$ cat config.mk
export PLATFORM = sky130hd
export DESIGN_NAME = alu
export DESIGN_NICKNAME = d
export VERILOG_FILES = /design/src/design/aluPkg.sv /design/src/design/alu.sv /design/src/design/resultSelect.sv /design/src/design/logicUnit.sv /design/src/design/rippleAdder.sv /design/src/design/operandPrep.sv
export VERILOG_INCLUDE_DIRS = /design/src /design/src/design
export SDC_FILE = /design/constraint.sdc
export NUM_CORES = 1
export LEC_CHECK = 0
export BUFFER_PORTS_ARGS = -buffer_cell sky130_fd_sc_hd__buf_2
export CORE_UTILIZATION = 41
export DETAILED_ROUTE_END_ITERATION = 8
export PLACE_DENSITY = 0.65
export SLEW_MARGIN = 20
export SYNTH_ARGS = -nofsm -noshare
export SYNTH_HDL_FRONTEND = slang
export SYNTH_SLANG_ARGS = --single-unit
$ cat constraint.sdc
create_clock -name vclk -period 24
set_input_delay 3.6 -clock vclk [all_inputs]
set_output_delay 3.6 -clock vclk [all_outputs]
set_load 0.005 [all_outputs]
$ cat src/design/alu_defs.svh
/*
  ALU shared definitions
  word widths, command codes and result-select codes
*/
`ifndef ALU_DEFS_SVH
`define ALU_DEFS_SVH

// widths
`define ALU_WIDTH 32
`define CMD_WIDTH 3
`define SEL_WIDTH 3

// command codes
`define ADD_OP  3'd0
`define SUB_OP  3'd1
`define XOR_OP  3'd2
`define SLT_OP  3'd3
`define AND_OP  3'd4
`define NAND_OP 3'd5
`define NOR_OP  3'd6
`define OR_OP   3'd7

// result select codes
`define SEL_ADD  3'd0
`define SEL_XOR  3'd1
`define SEL_SLT  3'd2
`define SEL_NAND 3'd3
`define SEL_NOR  3'd4

`endif
$ cat src/design/aluPkg.sv
/*
  ALU package
  data word seen either flat or as sign plus lower bits
*/
`include "alu_defs.svh"

package aluPkg;

  typedef union packed {
    logic [`ALU_WIDTH-1:0] bits;
    struct packed {
      logic                  sign;
      logic [`ALU_WIDTH-2:0] rest;
    } signedView;
  } aluWord;

endpackage

$ cat src/design/alu.sv
/*
  32-bit combinational ALU
  add, subtract, xor, set-less-than, and, nand, nor and or,
  with carry-out, overflow and zero flags
*/
`timescale 1ns/1ps
`include "alu_defs.svh"

module alu
  import aluPkg::*;
(
  input  aluWord                operandA,
  input  aluWord                operandB,
  input  logic [`CMD_WIDTH-1:0] command,
  output aluWord                result,
  output logic                  carryOut,
  output logic                  zero,
  output logic                  overflow
);

  logic [`SEL_WIDTH-1:0] select;
  logic                  subtract;
  aluWord                condA;
  aluWord                condB;
  aluWord                sum;
  logic                  adderCarry;
  logic                  adderOverflow;
  aluWord                xorOut;
  aluWord                nandOut;
  aluWord                norOut;

  operandPrep prep0 (
    .command  (command),
    .operandA (operandA),
    .operandB (operandB),
    .select   (select),
    .subtract (subtract),
    .condA    (condA),
    .condB    (condB)
  );

  // subtract is the carry-in for two's complement
  rippleAdder adder0 (
    .a        (condA),
    .b        (condB),
    .carryIn  (subtract),
    .sum      (sum),
    .carryOut (adderCarry),
    .overflow (adderOverflow)
  );

  logicUnit logic0 (
    .a       (condA),
    .b       (condB),
    .xorOut  (xorOut),
    .nandOut (nandOut),
    .norOut  (norOut)
  );

  resultSelect select0 (
    .select        (select),
    .sum           (sum),
    .adderCarry    (adderCarry),
    .adderOverflow (adderOverflow),
    .xorOut        (xorOut),
    .nandOut       (nandOut),
    .norOut        (norOut),
    .result        (result),
    .carryOut      (carryOut),
    .zero          (zero),
    .overflow      (overflow)
  );

endmodule

$ cat src/design/resultSelect.sv
/*
  ALU result stage
  set-less-than, result mux, carry and overflow gating, zero flag
*/
`timescale 1ns/1ps
`include "alu_defs.svh"

module resultSelect
  import aluPkg::*;
(
  input  logic [`SEL_WIDTH-1:0] select,
  input  aluWord                sum,
  input  logic                  adderCarry,
  input  logic                  adderOverflow,
  input  aluWord                xorOut,
  input  aluWord                nandOut,
  input  aluWord                norOut,
  output aluWord                result,
  output logic                  carryOut,
  output logic                  zero,
  output logic                  overflow
);

  aluWord sltWord;
  logic   adderSelected;

  // a < b when the difference is negative, corrected for overflow
  always_comb begin
    sltWord.bits    = '0;
    sltWord.bits[0] = sum.signedView.sign ^ adderOverflow;
  end

  // result mux
  always_comb begin
    case (select)
      `SEL_ADD: begin
        result = sum;
      end
      `SEL_XOR: begin
        result.bits = xorOut.bits;
      end
      `SEL_SLT: begin
        result.bits = sltWord.bits;
      end
      `SEL_NAND: begin
        result.bits = nandOut.bits;
      end
      `SEL_NOR: begin
        result.bits = norOut.bits;
      end
      default: begin
        result.bits = '0;
      end
    endcase
  end

  // flags only mean something for add and subtract
  assign adderSelected = (select == `SEL_ADD);
  assign carryOut      = adderCarry & adderSelected;
  assign overflow      = adderOverflow & adderSelected;

  assign zero = ~(result.signedView.sign | (|result.signedView.rest));

endmodule

$ cat src/design/logicUnit.sv
/*
  ALU logic unit
  bitwise xor, nand and nor of the conditioned operands
*/
`timescale 1ns/1ps

module logicUnit
  import aluPkg::*;
(
  input  aluWord a,
  input  aluWord b,
  output aluWord xorOut,
  output aluWord nandOut,
  output aluWord norOut
);

  assign xorOut.bits = a.bits ^ b.bits;

  // with both operands inverted this gives or
  assign nandOut.bits = ~(a.bits & b.bits);

  // with both operands inverted this gives and
  assign norOut.bits = ~(a.bits | b.bits);

endmodule

$ cat src/design/rippleAdder.sv
/*
  ALU ripple-carry adder
  chain of full-adder stages with carry-out and signed overflow
*/
`timescale 1ns/1ps
`include "alu_defs.svh"

module rippleAdder
  import aluPkg::*;
(
  input  aluWord a,
  input  aluWord b,
  input  logic   carryIn,
  output aluWord sum,
  output logic   carryOut,
  output logic   overflow
);

  logic [`ALU_WIDTH:0]   carryChain;
  logic [`ALU_WIDTH-1:0] sumBits;

  assign carryChain[0] = carryIn;

  for (genvar i = 0; i < `ALU_WIDTH; i++) begin : stage
    logic aBit;
    logic bBit;
    logic halfSum;

    // top stage works on the sign bits
    if (i == `ALU_WIDTH - 1) begin : signBit
      assign aBit = a.signedView.sign;
      assign bBit = b.signedView.sign;
    end else begin : lowBit
      assign aBit = a.signedView.rest[i];
      assign bBit = b.signedView.rest[i];
    end

    assign halfSum         = aBit ^ bBit;
    assign sumBits[i]      = halfSum ^ carryChain[i];
    assign carryChain[i+1] = (halfSum & carryChain[i]) | (aBit & bBit);
  end

  assign sum.bits = sumBits;
  assign carryOut = carryChain[`ALU_WIDTH];

  // carry into the sign stage differs from carry out of it
  assign overflow = carryChain[`ALU_WIDTH-1] ^ carryChain[`ALU_WIDTH];

endmodule

$ cat src/design/operandPrep.sv
/*
  ALU operand preparation
  decodes the command into a result select and two invert
  controls, then conditionally inverts both operands
*/
`timescale 1ns/1ps
`include "alu_defs.svh"

module operandPrep
  import aluPkg::*;
(
  input  logic [`CMD_WIDTH-1:0] command,
  input  aluWord                operandA,
  input  aluWord                operandB,
  output logic [`SEL_WIDTH-1:0] select,
  output logic                  subtract,
  output aluWord                condA,
  output aluWord                condB
);

  logic invertA;

  // command lookup
  always_comb begin
    select   = `SEL_ADD;
    invertA  = 1'b0;
    subtract = 1'b0;
    case (command)
      `ADD_OP: begin
        select = `SEL_ADD;
      end
      `SUB_OP: begin
        select   = `SEL_ADD;
        subtract = 1'b1;
      end
      `XOR_OP: begin
        select = `SEL_XOR;
      end
      `SLT_OP: begin
        select   = `SEL_SLT;
        subtract = 1'b1;
      end
      // and is nor of inverted operands
      `AND_OP: begin
        select   = `SEL_NOR;
        invertA  = 1'b1;
        subtract = 1'b1;
      end
      `NAND_OP: begin
        select = `SEL_NAND;
      end
      `NOR_OP: begin
        select = `SEL_NOR;
      end
      // or is nand of inverted operands
      `OR_OP: begin
        select   = `SEL_NAND;
        invertA  = 1'b1;
        subtract = 1'b1;
      end
      default: begin
        select = `SEL_ADD;
      end
    endcase
  end

  // invert-B doubles as subtract
  assign condA.bits = operandA.bits ^ {`ALU_WIDTH{invertA}};
  assign condB.bits = operandB.bits ^ {`ALU_WIDTH{subtract}};

endmodule

==> results.md <==
Status:
- The flow ran to the end, and the final reports show no timing, DRC or antenna violations.

Power and ir drop:
- VDD sags by at most 0.01845 mV.
- The power density relative to cell area is 39.85 nW/um^2.
- The total power is 0.1661 mW.
- The leakage power summed over all cells is 2.123 nW.

Global routing:
- In the global route stage, met2 resource usage came out at 39.46%.
- The number of global-route vias before repair is 3278.
- The global-route usage over all layers is 21.95%.
- The initial antenna violation count was 0.
- The first-pass GRT wire length is 15.96 mm.
- The sum of overflow across all layers after global routing is 0.
- Global routing used 0.5529% of the available met3 tracks.
- The maximum number of pins on one net before global-route repair is 53.
- For met1 alone, demand over resource in global routing was 31.17%.
- The highest-utilization routing layer at the global route stage is met2.

Place:
- Detailed placement finished with a half-perimeter wire length of 8.170 mm.
- In this run, placement finished with an instance count of 648.
- The total placed instance area is 4146 um^2.
- Input and output buffers added on the ports amount to 102.
- OpenSTA, run right after detailed placement, puts the worst setup slack at 0.3677 ns.
- The final weighted congestion in routability-driven placement is 0.8640.

Floorplan:
- In this run the horizontal extent of the chip is 95.72 um.
- The die covers 9161 um^2.
- The initial utilization of the core area, before any placement, comes to 43.17%.
- The vertical die dimension is 95.72 um.
- The number of primary I/O pins is 102.
- The floorplan row count is 33.
- The total area inside the core boundary comes to 8341 um^2.

Critical path:
- Among all stages on the critical path, the largest delay is contributed by sky130_fd_sc_hd__fa_1.
- In this design, the largest share of critical-path delay is due to adder cells.
- The type of the worst setup path is primary input to output port.
- The number of logic stages on the critical path including buffering is 45.
- The most frequent cell on the critical path is sky130_fd_sc_hd__fa_1.
- The largest single stage delay on the critical path is 0.52 ns.
- The top fanout value on the critical path is 20.
- STA classifies the critical path startpoint as a primary input.
- At the worst endpoint, the arrival time is 19.67 ns.
- Together, buffers and inverters on the worst path number 5.
- The data required time at the worst endpoint is 20.40 ns.
- The sort of element at the end of the critical path is an output port.

Layout:
- From synthesis to final layout, the design area changed by 15.77%.
- The sequential cells in the finished layout cover a total of 0 um^2.
- The utilization after layout is 49.99%.
- The final cell count without fillers is 649.
- The total of clock buffers placed in the layout is 0.
- The post-route netlist has 22.43% of its cells at a drive strength greater than 1.
- After routing the design area is 4169 um^2.
- The repair_antennas step left the layout with diodes totalling 0.
- Fill cells in the final layout number 835.
- The area used by multi-input combinational logic is 3214 um^2.
- The design has 0 sequential cells.
- In the final design database the tool counted 709 nets.

Job:
- Max-cap violations in this run came to 0.

Logic synthesis:
- The net count of the mapped netlist is 624.
- The synthesized design spends more area on one cell type than any other, namely sky130_fd_sc_hd__ha_1.
- The distinct cell type count after synthesis is 44.
- The yosys synthesis warning count is 0.
- The fraction of the yosys area taken by sequential cells is 0%.
- Of the post-synthesis cell area, the dominant cell type holds 22.24%.
- By area the synthesized netlist is led by sky130_fd_sc_hd__ha_1 (22%), sky130_fd_sc_hd__fa_1 (18%), sky130_fd_sc_hd__xnor2_1 (15%).
- The instance count of the mapped netlist is 461.
- The cell area after synthesis is 3601 um^2.
- A synthesized cell averages 7.811 um^2.

STA:
- The post-route fraction of the period consumed by the critical path is 96.97%.
- The final count of pins violating max slew is 0.
- The hold slack is 7.665 ns.
- Setup repair after global routing left no endpoint under its margin.
- The number of hold violations in the final report is 0.
- The tightest slew margin relative to the limit is 36.92%.
- The smallest setup slack after layout is 0.7279 ns.
- Counting I/O delays and the setup requirement, the final critical path takes 23.27 ns.
- At the pin with the least slew margin, the transition time is 0.9443 ns.
- Derived from the worst setup path, the maximum achievable clock frequency is 42.97 MHz.
- The final setup violation count is 0.
- Summed over all failing endpoints, the final setup total negative slack is 0 ns.

Clock tree:
- The number of buffers added to fix hold violations after cts is 0.

Routing:
- For this run, design rule violations remaining after detail routing come to 0.
- In this run the remaining antenna-violating nets after routing total 0.
- The number of violations reported at the end of detailed-routing iteration 0 is 118.
- The via density per instance is 5.066.
- The number of vias in the routed layout is 3288.
- Before antenna repair, the detailed router went through 4 iterations.
- Dividing the detail-routed wire length by the instance count gives 14.73 um.
- The routed wire length is 9.562 mm.

Hold path:
- The worst hold path depth is 3.
- The tightest min-delay check is of the primary input to output port type.
-- synth_stat cells (2+ instances only) --
cell and n:
sky130_fd_sc_hd__or2_2 3, sky130_fd_sc_hd__mux2i_1 2, sky130_fd_sc_hd__nand3_1 2, sky130_fd_sc_hd__o21ai_1 3, sky130_fd_sc_hd__ha_1 64, sky130_fd_sc_hd__buf_6 3
sky130_fd_sc_hd__buf_4 6, sky130_fd_sc_hd__a31oi_1 3, sky130_fd_sc_hd__fa_1 32, sky130_fd_sc_hd__buf_2 12, sky130_fd_sc_hd__nand2b_1 2, sky130_fd_sc_hd__o21ai_0 32
sky130_fd_sc_hd__clkbuf_1 4, sky130_fd_sc_hd__nor3_1 3, sky130_fd_sc_hd__nand4_1 6, sky130_fd_sc_hd__xnor2_1 61, sky130_fd_sc_hd__a211oi_1 5, sky130_fd_sc_hd__a21oi_1 18
sky130_fd_sc_hd__mux2_2 2, sky130_fd_sc_hd__xor2_1 4, sky130_fd_sc_hd__nor2b_1 15, sky130_fd_sc_hd__nand2_1 37, sky130_fd_sc_hd__nor4_1 9, sky130_fd_sc_hd__o211ai_1 14
sky130_fd_sc_hd__nor2_1 22, sky130_fd_sc_hd__inv_1 68, sky130_fd_sc_hd__a21o_1 12
-- repair_timing --
action / CTS / global route
setup buffers: 0 / 1
setup endpoints to repair: 0 / 1
gates resized for setup: 0 / 6
-- where the power goes --
part           internal (mW)  leakage (nW)  switching [mW]
Sequential                 0             0               0
Combinational         0.0727          2.12          0.0934
Clock                      0             0               0
-- area by class of cell --
class | instances | area share, %
inverters | 68 | 6.122
multi-input cells | 367 | 77.10
well taps | 105 | 3.151
repair buffers | 109 | 13.63
-- placed cells by master, fill, tap and decap left out, drive strengths merged, types with 2 or more instances in the layout --
cell type  instances
ha                64
nand2b             2
a31oi              3
a211oi             5
inv               68
nand2             37
nand3              2
nor4              10
nand4              6
mux2               2
a21o              12
a21oi             18
xnor2             62
mux2i              2
nor2b             15
nor3               3
xor2               4
o21ai             35
or2                4
buf              109
nor2              23
o211ai            14
fa                32
-- worst paths after layout --
kind / startpoint / to / slack [ns]
worst max-delay path: command[0] / zero / 0.73
worst min-delay path: command[2] / result[14] / 7.67
-- kinds of logic (layout without fill, tap and decap cells) --
group / after synthesis / after routing / share of synthesized area [%]
XOR/XNOR: 66 / 66 / 16.26
adder cells (fa/ha/maj): 96 / 96 / 40.03
AND/OR/NAND/NOR: 109 / 109 / 15.18
multiplexers: 4 / 4 / 1.181
buffers and inverters: 94 / 177 / 11.47
AO/OA/AOI/OAI: 92 / 92 / 15.88
-- metal layers --
layer | wire length (um) | vias to the layer above | part of all wire (%)
met1 | 4400 | 1507 | 46
met5 | 0 | - | 0
met3 | 553 | 0 | 5.8
met4 | 0 | 0 | 0
li1 | - | 1670 | -
met2 | 4608 | 111 | 48
-- tightest hold or removal path, cell delays in order --
cell and delay (ns):
sky130_fd_sc_hd__buf_2 0.19, sky130_fd_sc_hd__a21oi_1 0.15, sky130_fd_sc_hd__buf_2 0.12
Note: power is estimated with default switching activity, not from simulation.
